**config.mk**
```make
export PLATFORM = sky130hd
export DESIGN_NAME = prefetch_buffer
export DESIGN_NICKNAME = d
export VERILOG_FILES = /design/src/common/prefetch_pkg.sv /design/src/common/fetch_ctrl_pkg.sv /design/src/prefetch/fetch_fsm.sv /design/src/prefetch/fetch_addr_cnt.sv /design/src/prefetch/fetch_fifo.sv /design/src/prefetch/instr_aligner.sv /design/src/prefetch/prefetch_buffer.sv
export VERILOG_INCLUDE_DIRS = /design/src /design/src/common
export SDC_FILE = /design/constraint.sdc
export NUM_CORES = 1
export LEC_CHECK = 0
export BUFFER_PORTS_ARGS = -buffer_cell sky130_fd_sc_hd__buf_2
export CAP_MARGIN = 25
export CORE_ASPECT_RATIO = 0.5
export CORE_MARGIN = 2
export CORE_UTILIZATION = 60
export DETAILED_ROUTE_END_ITERATION = 6
export PLACE_DENSITY = 0.85
export SLEW_MARGIN = 20
export SYNTH_ARGS = -nofsm -noshare
export SYNTH_HDL_FRONTEND = slang
export SYNTH_SLANG_ARGS = --single-unit
export TNS_END_PERCENT = 5
```
**constraint.sdc**
```tcl
create_clock -name clk -period 8.36 [get_ports clk]
set_input_delay 0 -clock clk [delete_from_list [all_inputs] [get_ports clk]]
set_output_delay 0 -clock clk [all_outputs]
set_load 0.01 [all_outputs]
```
**src/common/prefetch_settings.svh**
```systemverilog
// prefetch buffer settings
// bus widths and FIFO depth shared by the fetch RTL

`ifndef PREFETCH_SETTINGS_SVH
`define PREFETCH_SETTINGS_SVH

// byte address width
`define PF_ADDR_W 32

// instruction memory word width
`define PF_DATA_W 32

// word entries in the fetch FIFO
// three or more, the FSM stops requesting one entry early
`define PF_FIFO_DEPTH 4

`endif

```
**src/common/prefetch_pkg.sv**
```systemverilog
// prefetch data types
// address, memory word and halfword vectors used across the fetch path

`include "prefetch_settings.svh"

package prefetch_pkg;

  // byte address
  // bit 1 selects the upper halfword of a word
  typedef logic [`PF_ADDR_W-1:0] addr_t;

  // one instruction memory word
  typedef logic [`PF_DATA_W-1:0] word_t;

  // one 16-bit halfword
  // a compressed instruction or half of a 32-bit one
  typedef logic [15:0] half_t;

endpackage

```
**src/common/fetch_ctrl_pkg.sv**
```systemverilog
// fetch control types
// state encoding of the memory request FSM

package fetch_ctrl_pkg;

  // request FSM states
  typedef enum logic [1:0] {
    // nothing outstanding
    FETCH_IDLE,
    // request raised, no grant yet
    FETCH_WAIT_GNT,
    // granted, data not back yet
    FETCH_WAIT_RVALID,
    // a branch killed the request in flight
    FETCH_WAIT_ABORTED
  } fetch_state_e;

endpackage

```
**src/prefetch/fetch_fsm.sv**
```systemverilog
// fetch request FSM
// drives the req/gnt/rvalid memory protocol, one request outstanding, branch abort

`timescale 1ns/10ps

module fetch_fsm import fetch_ctrl_pkg::*; import prefetch_pkg::*; (
  input  logic  clk,
  input  logic  rst_n,
  input  logic  req_i,
  input  logic  branch_i,
  input  addr_t addr_i,
  input  logic  fifo_ready_i,
  input  addr_t next_fetch_addr_i,
  input  logic  instr_gnt_i,
  input  logic  instr_rvalid_i,
  output logic  instr_req_o,
  output addr_t instr_addr_o,
  output logic  addr_load_o,
  output logic  fifo_push_o,
  output logic  fifo_flush_o,
  output logic  busy_o
);

  fetch_state_e state_q;
  fetch_state_e state_d;
  // word of the request already placed, counter runs one word ahead
  addr_t        cur_word_addr;

  assign cur_word_addr = next_fetch_addr_i - addr_t'(4);

  // a branch always throws away whatever is buffered
  assign fifo_flush_o = branch_i;
  assign busy_o       = (state_q != FETCH_IDLE) || instr_req_o;

  ////////////////////
  // next state
  ////////////////////

  always_comb begin
    state_d      = state_q;
    instr_req_o  = 1'b0;
    instr_addr_o = branch_i ? addr_i : next_fetch_addr_i;
    addr_load_o  = 1'b0;
    fifo_push_o  = 1'b0;

    case (state_q)
      FETCH_IDLE: begin
        // a branch may fetch even with a full fifo, the flush frees it
        if (req_i && (fifo_ready_i || branch_i)) begin
          instr_req_o = 1'b1;
          addr_load_o = 1'b1;
          state_d     = instr_gnt_i ? FETCH_WAIT_RVALID : FETCH_WAIT_GNT;
        end
      end

      FETCH_WAIT_GNT: begin
        // keep asking, a branch just swaps the address
        instr_req_o = 1'b1;
        if (branch_i) begin
          addr_load_o = 1'b1;
        end else begin
          instr_addr_o = cur_word_addr;
        end
        if (instr_gnt_i) begin
          state_d = FETCH_WAIT_RVALID;
        end
      end

      FETCH_WAIT_RVALID: begin
        if (req_i && (fifo_ready_i || branch_i)) begin
          if (instr_rvalid_i) begin
            // data back, next request goes out in the same cycle
            instr_req_o = 1'b1;
            fifo_push_o = 1'b1;
            addr_load_o = 1'b1;
            state_d     = instr_gnt_i ? FETCH_WAIT_RVALID : FETCH_WAIT_GNT;
          end else if (branch_i) begin
            // remember the target, old data still has to drain
            addr_load_o = 1'b1;
            state_d     = FETCH_WAIT_ABORTED;
          end
        end else if (instr_rvalid_i) begin
          fifo_push_o = 1'b1;
          state_d     = FETCH_IDLE;
        end
      end

      FETCH_WAIT_ABORTED: begin
        if (branch_i) begin
          addr_load_o = 1'b1;
        end else begin
          instr_addr_o = cur_word_addr;
        end
        // stale rvalid, drop the data and fetch the target right away
        if (instr_rvalid_i) begin
          instr_req_o = 1'b1;
          state_d     = instr_gnt_i ? FETCH_WAIT_RVALID : FETCH_WAIT_GNT;
        end
      end

      default: begin
        state_d = FETCH_IDLE;
      end
    endcase
  end

  always_ff @(posedge clk or negedge rst_n) begin
    if (!rst_n) begin
      state_q <= FETCH_IDLE;
    end else begin
      state_q <= state_d;
    end
  end

  // an ungranted request stays up on the same word until a branch moves it
  a_req_held: assert property (@(posedge clk) disable iff (!rst_n)
    (instr_req_o && !instr_gnt_i) |=>
      instr_req_o && (branch_i || ((instr_addr_o >> 2) == $past(instr_addr_o >> 2))))
    else $error("request dropped or moved before grant");

endmodule

```
**src/prefetch/fetch_addr_cnt.sv**
```systemverilog
// fetch address counter
// holds the last requested address and offers the next sequential word

`timescale 1ns/10ps

`include "prefetch_settings.svh"

module fetch_addr_cnt import prefetch_pkg::*; (
  input  logic  clk,
  input  logic  rst_n,
  // load strobe from the fsm
  input  logic  addr_load_i,
  // branch target or sequential address
  input  addr_t load_addr_i,
  // address of the request in flight
  output addr_t fetch_addr_o,
  // word after it
  output addr_t next_fetch_addr_o
);

  addr_t fetch_addr_q;
  addr_t word_addr;

  ////////////////////
  // address register
  ////////////////////

  // keeps bit 1 of a branch target
  // so the fifo entry knows to start at the upper halfword
  always_ff @(posedge clk or negedge rst_n) begin
    if (!rst_n) begin
      fetch_addr_q <= '0;
    end else if (addr_load_i) begin
      fetch_addr_q <= load_addr_i;
    end
  end

  assign fetch_addr_o = fetch_addr_q;

  // drop the halfword offset before stepping
  assign word_addr = {fetch_addr_q[`PF_ADDR_W-1:2], 2'b00};

  // sequential fetch is always a whole word on
  assign next_fetch_addr_o = word_addr + addr_t'(4);

endmodule

```
**src/prefetch/fetch_fifo.sv**
```systemverilog
// fetch word FIFO
// per-entry addresses, bypass of the arriving word, flush and head address update

`timescale 1ns/10ps

`include "prefetch_settings.svh"

module fetch_fifo import prefetch_pkg::*; #(
  parameter int DEPTH = `PF_FIFO_DEPTH
) (
  input  logic  clk,
  input  logic  rst_n,
  input  logic  flush_i,
  // write side
  input  logic  push_i,
  input  addr_t push_addr_i,
  input  word_t push_rdata_i,
  output logic  ready_o,
  // two oldest words, bypass applied
  output logic  head_valid_o,
  output word_t head_rdata_o,
  output addr_t head_addr_o,
  output logic  next_valid_o,
  output word_t next_rdata_o,
  // consume control from the aligner
  input  logic  pop_i,
  input  logic  advance_i,
  input  addr_t adv_addr_i
);

  // entry 0 is the head
  addr_t            addr_q    [DEPTH];
  word_t            rdata_q   [DEPTH];
  logic [DEPTH-1:0] valid_q;
  addr_t            addr_ins  [DEPTH];
  word_t            rdata_ins [DEPTH];
  logic [DEPTH-1:0] valid_ins;
  addr_t            addr_d    [DEPTH];
  word_t            rdata_d   [DEPTH];
  logic [DEPTH-1:0] valid_d;
  logic             slot_found;

  ////////////////////
  // read side
  ////////////////////

  // empty slots show the word arriving right now
  assign head_valid_o = valid_q[0] || push_i;
  assign head_rdata_o = valid_q[0] ? rdata_q[0] : push_rdata_i;
  assign head_addr_o  = valid_q[0] ? addr_q[0] : push_addr_i;
  assign next_valid_o = valid_q[1] || (valid_q[0] && push_i);
  assign next_rdata_o = valid_q[1] ? rdata_q[1] : push_rdata_i;

  // one slot of slack for the word still in flight
  assign ready_o = !valid_q[DEPTH-2];

  // write into the first free slot
  always_comb begin
    addr_ins   = addr_q;
    rdata_ins  = rdata_q;
    valid_ins  = valid_q;
    slot_found = 1'b0;
    if (push_i) begin
      for (int i = 0; i < DEPTH; i++) begin
        if (!valid_q[i] && !slot_found) begin
          addr_ins[i]  = push_addr_i;
          rdata_ins[i] = push_rdata_i;
          valid_ins[i] = 1'b1;
          slot_found   = 1'b1;
        end
      end
    end
  end

  // consume, shift on pop, head address always from the aligner
  always_comb begin
    addr_d  = addr_ins;
    rdata_d = rdata_ins;
    valid_d = valid_ins;
    if (advance_i) begin
      if (pop_i) begin
        for (int i = 0; i < DEPTH-1; i++) begin
          addr_d[i]  = addr_ins[i+1];
          rdata_d[i] = rdata_ins[i+1];
          valid_d[i] = valid_ins[i+1];
        end
        valid_d[DEPTH-1] = 1'b0;
      end
      addr_d[0] = adv_addr_i;
    end
  end

  always_ff @(posedge clk or negedge rst_n) begin
    if (!rst_n) begin
      valid_q <= '0;
    end else if (flush_i) begin
      valid_q <= '0;
    end else begin
      valid_q <= valid_d;
    end
  end

  always_ff @(posedge clk) begin
    addr_q  <= addr_d;
    rdata_q <= rdata_d;
  end

  // fsm request gating has to keep the last slot free
  a_no_overflow: assert property (@(posedge clk) disable iff (!rst_n)
    push_i |-> (!valid_q[DEPTH-1] || flush_i))
    else $error("fetch fifo overflow");

endmodule

```
**src/prefetch/instr_aligner.sv**
```systemverilog
// instruction aligner
// cuts 16-bit and 32-bit instructions out of the word stream, also across words

`timescale 1ns/10ps

`include "prefetch_settings.svh"

module instr_aligner import prefetch_pkg::*; (
  input  logic  head_valid_i,
  input  word_t head_rdata_i,
  input  addr_t head_addr_i,
  input  logic  next_valid_i,
  input  word_t next_rdata_i,
  // core side
  input  logic  ready_i,
  output logic  valid_o,
  output word_t rdata_o,
  output addr_t addr_o,
  // fifo update
  output logic  advance_o,
  output logic  pop_o,
  output addr_t adv_addr_o
);

  half_t head_hi;
  half_t next_lo;
  logic  unaligned;
  logic  aligned_compr;
  logic  unaligned_compr;
  addr_t word_next;

  assign head_hi   = head_rdata_i[31:16];
  assign next_lo   = next_rdata_i[15:0];
  assign unaligned = head_addr_i[1];

  // low two bits 11 mark a full 32-bit instruction
  assign aligned_compr   = head_rdata_i[1:0] != 2'b11;
  assign unaligned_compr = head_hi[1:0] != 2'b11;

  // unaligned word, upper half of head below lower half of next
  assign rdata_o = unaligned ? {next_lo, head_hi} : head_rdata_i;
  assign addr_o  = head_addr_i;

  // a full instruction on the upper half needs the next word too
  assign valid_o   = (unaligned && !unaligned_compr) ? (head_valid_i && next_valid_i)
                                                     : head_valid_i;
  assign advance_o = valid_o && ready_i;

  assign word_next = {head_addr_i[`PF_ADDR_W-1:2], 2'b00} + addr_t'(4);

  ////////////////////
  // next head address
  ////////////////////

  always_comb begin
    pop_o      = 1'b1;
    adv_addr_o = word_next;
    if (!unaligned && aligned_compr) begin
      // stay in this word, move to its upper half
      pop_o      = 1'b0;
      adv_addr_o = {head_addr_i[`PF_ADDR_W-1:2], 2'b10};
    end else if (unaligned && !unaligned_compr) begin
      // lower half of the next word is used up
      adv_addr_o = {word_next[`PF_ADDR_W-1:2], 2'b10};
    end
  end

endmodule

```
**src/prefetch/prefetch_buffer.sv**
```systemverilog
// instruction prefetch buffer
// fetches words from instruction memory and hands aligned instructions to the core

`timescale 1ns/10ps

`include "prefetch_settings.svh"

module prefetch_buffer import prefetch_pkg::*; (
  input  logic  clk,
  input  logic  rst_n,
  // core side
  input  logic  req_i,
  input  logic  branch_i,
  input  addr_t addr_i,
  input  logic  ready_i,
  output logic  valid_o,
  output word_t rdata_o,
  output addr_t addr_o,
  // instruction memory side
  output logic  instr_req_o,
  input  logic  instr_gnt_i,
  output addr_t instr_addr_o,
  input  word_t instr_rdata_i,
  input  logic  instr_rvalid_i,
  // status
  output logic  busy_o
);

  // fsm to address counter
  logic  addr_load;
  addr_t sel_addr;
  addr_t fetch_addr;
  addr_t next_fetch_addr;

  // fsm to fifo
  logic  fifo_push;
  logic  fifo_flush;
  logic  fifo_ready;

  // fifo to aligner
  logic  head_valid;
  word_t head_rdata;
  addr_t head_addr;
  logic  next_valid;
  word_t next_rdata;

  // aligner back to fifo
  logic  pop_head;
  logic  head_advance;
  addr_t adv_addr;

  // memory sees word addresses only
  // the halfword bit stays in the counter for the fifo entry
  assign instr_addr_o = {sel_addr[`PF_ADDR_W-1:2], 2'b00};

  fetch_fsm fsm_i (
    .clk               (clk),
    .rst_n             (rst_n),
    .req_i             (req_i),
    .branch_i          (branch_i),
    .addr_i            (addr_i),
    .fifo_ready_i      (fifo_ready),
    .next_fetch_addr_i (next_fetch_addr),
    .instr_gnt_i       (instr_gnt_i),
    .instr_rvalid_i    (instr_rvalid_i),
    .instr_req_o       (instr_req_o),
    .instr_addr_o      (sel_addr),
    .addr_load_o       (addr_load),
    .fifo_push_o       (fifo_push),
    .fifo_flush_o      (fifo_flush),
    .busy_o            (busy_o)
  );

  fetch_addr_cnt addr_cnt_i (
    .clk               (clk),
    .rst_n             (rst_n),
    .addr_load_i       (addr_load),
    .load_addr_i       (sel_addr),
    .fetch_addr_o      (fetch_addr),
    .next_fetch_addr_o (next_fetch_addr)
  );

  fetch_fifo #(
    .DEPTH (`PF_FIFO_DEPTH)
  ) fifo_i (
    .clk          (clk),
    .rst_n        (rst_n),
    .flush_i      (fifo_flush),
    .push_i       (fifo_push),
    .push_addr_i  (fetch_addr),
    .push_rdata_i (instr_rdata_i),
    .ready_o      (fifo_ready),
    .head_valid_o (head_valid),
    .head_rdata_o (head_rdata),
    .head_addr_o  (head_addr),
    .next_valid_o (next_valid),
    .next_rdata_o (next_rdata),
    .pop_i        (pop_head),
    .advance_i    (head_advance),
    .adv_addr_i   (adv_addr)
  );

  instr_aligner aligner_i (
    .head_valid_i (head_valid),
    .head_rdata_i (head_rdata),
    .head_addr_i  (head_addr),
    .next_valid_i (next_valid),
    .next_rdata_i (next_rdata),
    .ready_i      (ready_i),
    .valid_o      (valid_o),
    .rdata_o      (rdata_o),
    .addr_o       (addr_o),
    .advance_o    (head_advance),
    .pop_o        (pop_head),
    .adv_addr_o   (adv_addr)
  );

endmodule

```
==> results of run 1 <==
[area by class of cell]
class / count / area [sq um]
Clock buffer: 17 / 425
Clock inverter: 15 / 166
Fill cell: 1462 / 5540
Inverter: 61 / 229
Multi-Input combinational cell: 1033 / 6870
Sequential cell: 198 / 4480
Tap cell: 266 / 333
Timing Repair Buffer: 245 / 1640
[critical path: cells and delay by family, from the launching register on]
family | cells | cell delay, ps
simple gates | 5 | 2340
compound gates | 3 | 680
flops | 1 | 550
fa+ha+maj | 1 | 410
buf+inv | 1 | 180
[how the worst min path moves through the flow]
stage | endpoint | slack [ps] | cells past startpoint
finish | addr_cnt_i.fetch_addr_o[24]$_DFFE_PN0P_ | 20 | 3
global route | addr_cnt_i.fetch_addr_o[5]$_DFFE_PN0P_ | 60 | 5
CTS | addr_cnt_i.fetch_addr_o[26]$_DFFE_PN0P_ | 10 | 4
detailed placement | fsm_i.state_q[1]$_DFFE_PN0P_ | 200 | 1
global placement | addr_cnt_i.fetch_addr_o[0]$_DFFE_PN0P_ | 200 | 1
floorplan | addr_cnt_i.fetch_addr_o[0]$_DFFE_PN0P_ | -300 | 0
[cell usage in the layout (no fill, tap or decap), types with 25 or more instances in the layout]
cell type and n:
a21oi_1 51, and3_1 26, buf_2 167, dfrtp_1 37
dfxtp_1 128, dlygate4sd3_1 62, edfxtp_1 32, inv_1 61
mux2_2 67, mux2i_1 111, nand2_1 172, nand3_1 46
nor2_1 121, nor3_1 25, o21ai_0 86, o22ai_1 36
xnor2_1 25
[per-layer routing]
metal	track usage, %	vias up	part of all wire [%]
met5	0	-	0
met4	13.1	0	2.7
met3	5.55	84	8.0
met2	54.9	563	47
met1	42.9	5567	42
li1	-	5375	-
[Yosys cell counts (22+ instances only)]
library cell	count
a21oi_1	53
a222oi_1	24
and3_1	26
buf_4	39
clkbuf_1	67
dfrtp_1	38
dfxtp_1	128
edfxtp_1	32
inv_1	61
mux2_2	67
mux2i_1	111
nand2_1	173
nand3_1	46
nand4_1	22
nor2_1	122
nor2b_1	24
nor3_1	26
o21ai_0	86
o22ai_1	36
xnor2_1	25
[cell families (layout without fill, tap and decap cells)]
group,count (synthesis),in the layout
adder cells (fa/ha/maj),8,8
buffers and inverters,195,338
other,1,2
AND/OR/NAND/NOR,507,507
XOR/XNOR,41,41
flip-flops,198,198
AO/OA/AOI/OAI,297,297
multiplexers,178,178
[sequential cells by signal, summed over array words and instances, names as in the netlist]
signal and count:
fifo_i.valid_q 4, fifo_i.addr_q 32, addr_cnt_i.fetch_addr_o 32, fifo_i.rdata_q 128
fsm_i.state_q 2
[power by group through the flow]
stage / sequential [mW] / clock [mW] / combinational [mW]
global route: 1.74 / 0.885 / 2.38
global placement: 1.68 / 0 / 2.01
detailed placement: 1.70 / 0 / 2.10
finish: 1.71 / 0.846 / 2.19
CTS: 1.68 / 0.844 / 2.14
floorplan: 1.45 / 0 / 1.70
[through the flow]
stage / hold WS [ps] / total power, mW / instance area (sq um) / utilization, %
6_report: 16.4 / 4.74 / 14100 / 71.8
5_1_grt: 55.5 / 5.00 / 14100 / 71.8
4_1_cts: 10.3 / 4.66 / 14100 / 71.6
3_5_place_dp: 204 / 3.80 / 12900 / 65.4
3_3_place_gp: 200 / 3.69 / 12800 / 65.3
2_1_floorplan: -296 / 3.16 / 12200 / -
==> out/metrics.yaml, run 1 <==
outcome: "finished clean"
route.detailed.drc: 0
std_cell_rows: 36
overflow: 0
dp_hpwl_um: 23900
viasPerCell: 6.32
antenna_found_initial: 0
ios: 170
clock-sinks: 198
synth.distinct_cells: 85
grt_pass1_vias: 11100
rr_startpoint: "fsm_i.state_q[0]$_DFFE_PN0P_"
post-route-period-util_pct: 55.1
die_area_sq_um: 21600
yosys_register_bits: 198
ir_drop_uv: 180
required_ps: 8360
synth_fa_ha_area_share_pct: 0.800
reg2reg_slack_ps: 3910
reg2reg_depth: 11
synthCells: 1425
p_sw_share_pct: 44.8
ctsResizeCount: 0
layout_min_cycle_time_ps: 4610
post_cts_buffers: 0
ys_seq_area_share_pct: 36.7
pwr-share-comb_pct: 46.2
synth_top_area_share_pct: 21.0
fin_tns_setup_ps: 0
setup_violations: 0
place_congestion: 0.933
pwr-share-clk_pct: 17.8
diodes: 0
min_path_type: "input pin to flip-flop"
vias: 11600
synth_compound_area_share_pct: 16.6
layout_setup_ws_ps: 3750
synth-simple-area-share_pct: 20.2
clockRootBuffer: "clkbuf_16"
critPathKind: "flip-flop to primary output"
die_y_um: 105
synth_top_family_by_area: "simple AND/OR/NAND/NOR gates"
critPathSlowestCell: "or4_4"
crit_top_cell: "and4_1"
synth_top_cell_by_area: "dfxtp_1"
cp-end-kind: "primary output"
crit_chain: "ha_1, and4_1, nand3_1, or4_4, o211ai_2, and4_1, nand2_4, o311a_1, a221oi_2, buf_2"
finalHoldViolCount: 0
startpoint: "addr_cnt_i.fetch_addr_o[2]$_DFFE_PN0P_"
p_leak_nw: 5.89
crit_end: "instr_addr_o[31]"
cp_data_arrival_time_ps: 4610
drive_gt1_share_pct: 20.3
port_buffers: 167
fin_nets: 1634
synth_xor_area_share_pct: 2.94
synthTopCellsByArea: "dfxtp_1, mux2i_1, edfxtp_1"
power.internal_mw: 2.62
clock_skew_ps: 13.2
dp.cells: 1739
syn_area_sq_um: 12200
cts_hold_buf: 62
start_util_pct: 62.0
worstHoldStart: "addr_i[24]"
synth_edf_count: 32
power_frac_seq_pct: 36.0
cp_max_fo: 15
synthMuxAreaShare_pct: 15.3
drtIter0Drc: 1119
fmax_ghz: 0.217
syn-mean-instance-area_sq_um: 8.56
drt-wirelength-per-cell_um: 19.7
ys_warn_count: 0
cts_tree: "built"
maxSlewHeadroom_pct: 27.3
grt_max_degree: 69
start_kind: "flip-flop"
cts_max_path_buffers: 2
stdcell_count: 1835
antenna_left: 0
worst_pin_slew_ps: 1090
timing.final.max_slew_violations: 0
h-tree-depth: 4
grt_usage_pct: 33.0
max_stage_delay_ps: 620
synthFlopType: "dfxtp_1"
dp_slack_ps: 4060
rr_endpoint: "fifo_i.rdata_q[96]$_DFF_P_"
numCtsBuffers: 17
power_density_nw_per_um2: 335
insertion_delay_ps: 450
drt_first_pass_iters: 7
grt_pass1_wl_um: 57100
synthArstFlopShare_pct: 19.2
areaGrowthSynthToFinish_pct: 15.9
cap_violations: 0
coreArea_sq_um: 19700
rsz0062_at_grt: "no"
fp.dieW_um: 206
switchingPower_mw: 2.13
clkSlewWorstSetupHoldPaths_ps: 80
finalWirelength_um: 36200
Power figures use the tool's default switching activity.
==> run 2, diff against run 1 <==
- CORE_UTILIZATION: 60 -> 53
- PLACE_DENSITY: 0.85 -> 0.79
- clock period: 8.36 -> 3.87 ns (I/O delays scaled with it)
==> run 2 against run 1 <==
Net effect: design area increased by 2.2%; cell count up 4.2%; clock power up 120%; global-route usage down 2.6 points; core utilization shrank 8.1 points; critical path depth grew 1; critical path type unchanged; critical endpoint is now instr_addr_o[19]; highest routed layer unchanged.
==> out/metrics.yaml, run 2 (synthesis results as in run 1) <==
dp_hpwl_um: 25600  # +7.0%
finalHoldViolCount: 0  # unchanged
h-tree-depth: 4  # unchanged
outcome: "finished clean"
viasPerCell: 6.07  # -3.9%
antenna_found_initial: 1  # +1
rsz0062_at_grt: "no"
rr_startpoint: "addr_cnt_i.fetch_addr_o[2]$_DFFE_PN0P_"
cp_max_fo: 10  # -5
start_kind: "flip-flop"
maxSlewHeadroom_pct: 41.5  # +14 points
start_util_pct: 53.8  # -8.2 points
largest_register_ffs: 128  # unchanged
critPathKind: "flip-flop to primary output"
clock_skew_ps: 10.8  # -2.36 ps
power_density_nw_per_um2: 718  # +110%
worst_pin_slew_ps: 874  # -217 ps
cap_violations: 0  # unchanged
fp.dieW_um: 219  # +6.3%
grt_pass1_vias: 11200  # +0.15%
clkSlewWorstSetupHoldPaths_ps: 80  # about the same
layout_min_cycle_time_ps: 3720
top_register: "fifo_i.rdata_q"
ir_drop_uv: 388  # +110%
post-route-period-util_pct: 96.2
vias: 11600  # +0.13%
required_ps: 3870  # -4490 ps
layout_commonest_cell: "nand2_1"
numCtsBuffers: 17  # unchanged
drt-wirelength-per-cell_um: 19.4  # -1.9%
cts_tree: "built"
final_util_pct: 63.7  # -8.1 points
timing.final.max_slew_violations: 0  # unchanged
cts_max_path_buffers: 2  # unchanged
ios: 170  # unchanged
cp_data_arrival_time_ps: 3720  # -890 ps
port_buffers: 167  # unchanged
drtIter0Drc: 1068  # -4.6%
route.detailed.drc: 0  # unchanged
drt_first_pass_iters: 5  # -2
p_leak_nw: 6.05  # +2.7%
grt_max_degree: 62  # -10%
clock-sinks: 198  # unchanged
min_path_type: "input pin to asynchronous set/reset pin"
insertion_delay_ps: 460  # about the same
cp-end-kind: "primary output"
finalWirelength_um: 37000  # +2.3%
die_y_um: 111  # +6.2%
clockRootBuffer: "clkbuf_16"
final_cell_mix: "nand2_1, buf_2, dfxtp_1, nor2_1, mux2i_1"
fin_nets: 1669  # +2.1%
place_congestion: 0.948  # +1.6%
layout_setup_ws_ps: 148  # -3610 ps
fmax_ghz: 0.269
areaGrowthSynthToFinish_pct: 18.5
antenna_left: 0  # unchanged
grt_pass1_wl_um: 58900  # +3.1%
whs_ps: 9.16  # -7.21 ps
startpoint: "addr_cnt_i.fetch_addr_o[2]$_DFFE_PN0P_"
dp_slack_ps: 400  # -3660 ps
die_area_sq_um: 24300  # +13%
fin_tns_setup_ps: 0  # unchanged
grt_usage_pct: 30.5  # -2.6 points
setup_violations: 0  # unchanged
drive_gt1_share_pct: 22.3  # +1.9 points
coreArea_sq_um: 22700  # +15%
overflow: 0  # unchanged
std_cell_rows: 39  # +8.3%
-- run 2: through the flow --
step / total power [mW] / instance area (sq um) / std cells
3_5_place_dp: 8.38 / 13100 / 1810
3_3_place_gp: 8.17 / 13100 / 1810
5_1_grt: 11.0 / 14500 / 1912
2_1_floorplan: 6.82 / 12200 / 1426
6_report: 10.4 / 14500 / 1912
4_1_cts: 10.3 / 14400 / 1909
-- run 2: cell type report --
cell class,instances,area (sq um)
Sequential cell,198,4480
Inverter,61,229
Timing Repair Buffer,280,1870
Clock buffer,17,425
Antenna cell,1,2.50
Clock inverter,15,174
Fill cell,1849,8240
Multi-Input combinational cell,1033,6890
Tap cell,307,384
-- run 2: routing by layer --
layer  share of wire, %  vias up  wire, um  track usage (%)
met2                 48      519     17800             51.5
li1                   -     5447         -                -
met1                 42     5574     15700             39.4
met3                7.0       64      2610             4.91
met5                  0        -         0                0
met4                2.3        0       862             10.9
-- run 2: repair_timing --
action,CTS,global route
resized for setup,2,7
pin swaps,0,0
endpoints found under the hold margin,201,0
hold buffers,66,0
buffers inserted,1,0
endpoints found under the setup margin,6,10
-- run 2: path summary, 6_finish.rpt --
kind / end / slack [ps] / cells after the start
setup / recovery: instr_addr_o[19] / 150 / 11
hold reg to reg: fifo_i.rdata_q[110]$_DFF_P_ / 470 / 2
min in group clk: addr_cnt_i.fetch_addr_o[22]$_DFFE_PN0P_ / 40 / 4
hold / removal: addr_cnt_i.fetch_addr_o[25]$_DFFE_PN0P_ / 9 / 2
setup reg to reg: addr_cnt_i.fetch_addr_o[19]$_DFFE_PN0P_ / 590 / 10
max in group asynchronous: fifo_i.valid_q[0]$_DFF_PN0_ / 3330 / 3
-- run 2: report_power, final --
group / switching (mW) / leakage [nW] / internal, mW
logic: 3.04 / 3.94 / 1.97
clock network: 0.962 / 0.286 / 0.882
registers: 0.703 / 1.82 / 2.82
total: 4.70 / 6.05 / 5.67
-- run 2: critical path: stages (launching register included) --
cell,delay (ps)
dfrtp_1,520
ha_2,330
and4_2,400
nand3_1,150
buf_4,190
nor3_1,180
nor2_1,170
or3_4,440
o311ai_4,360
xnor2_1,100
mux2_2,280
buf_2,140
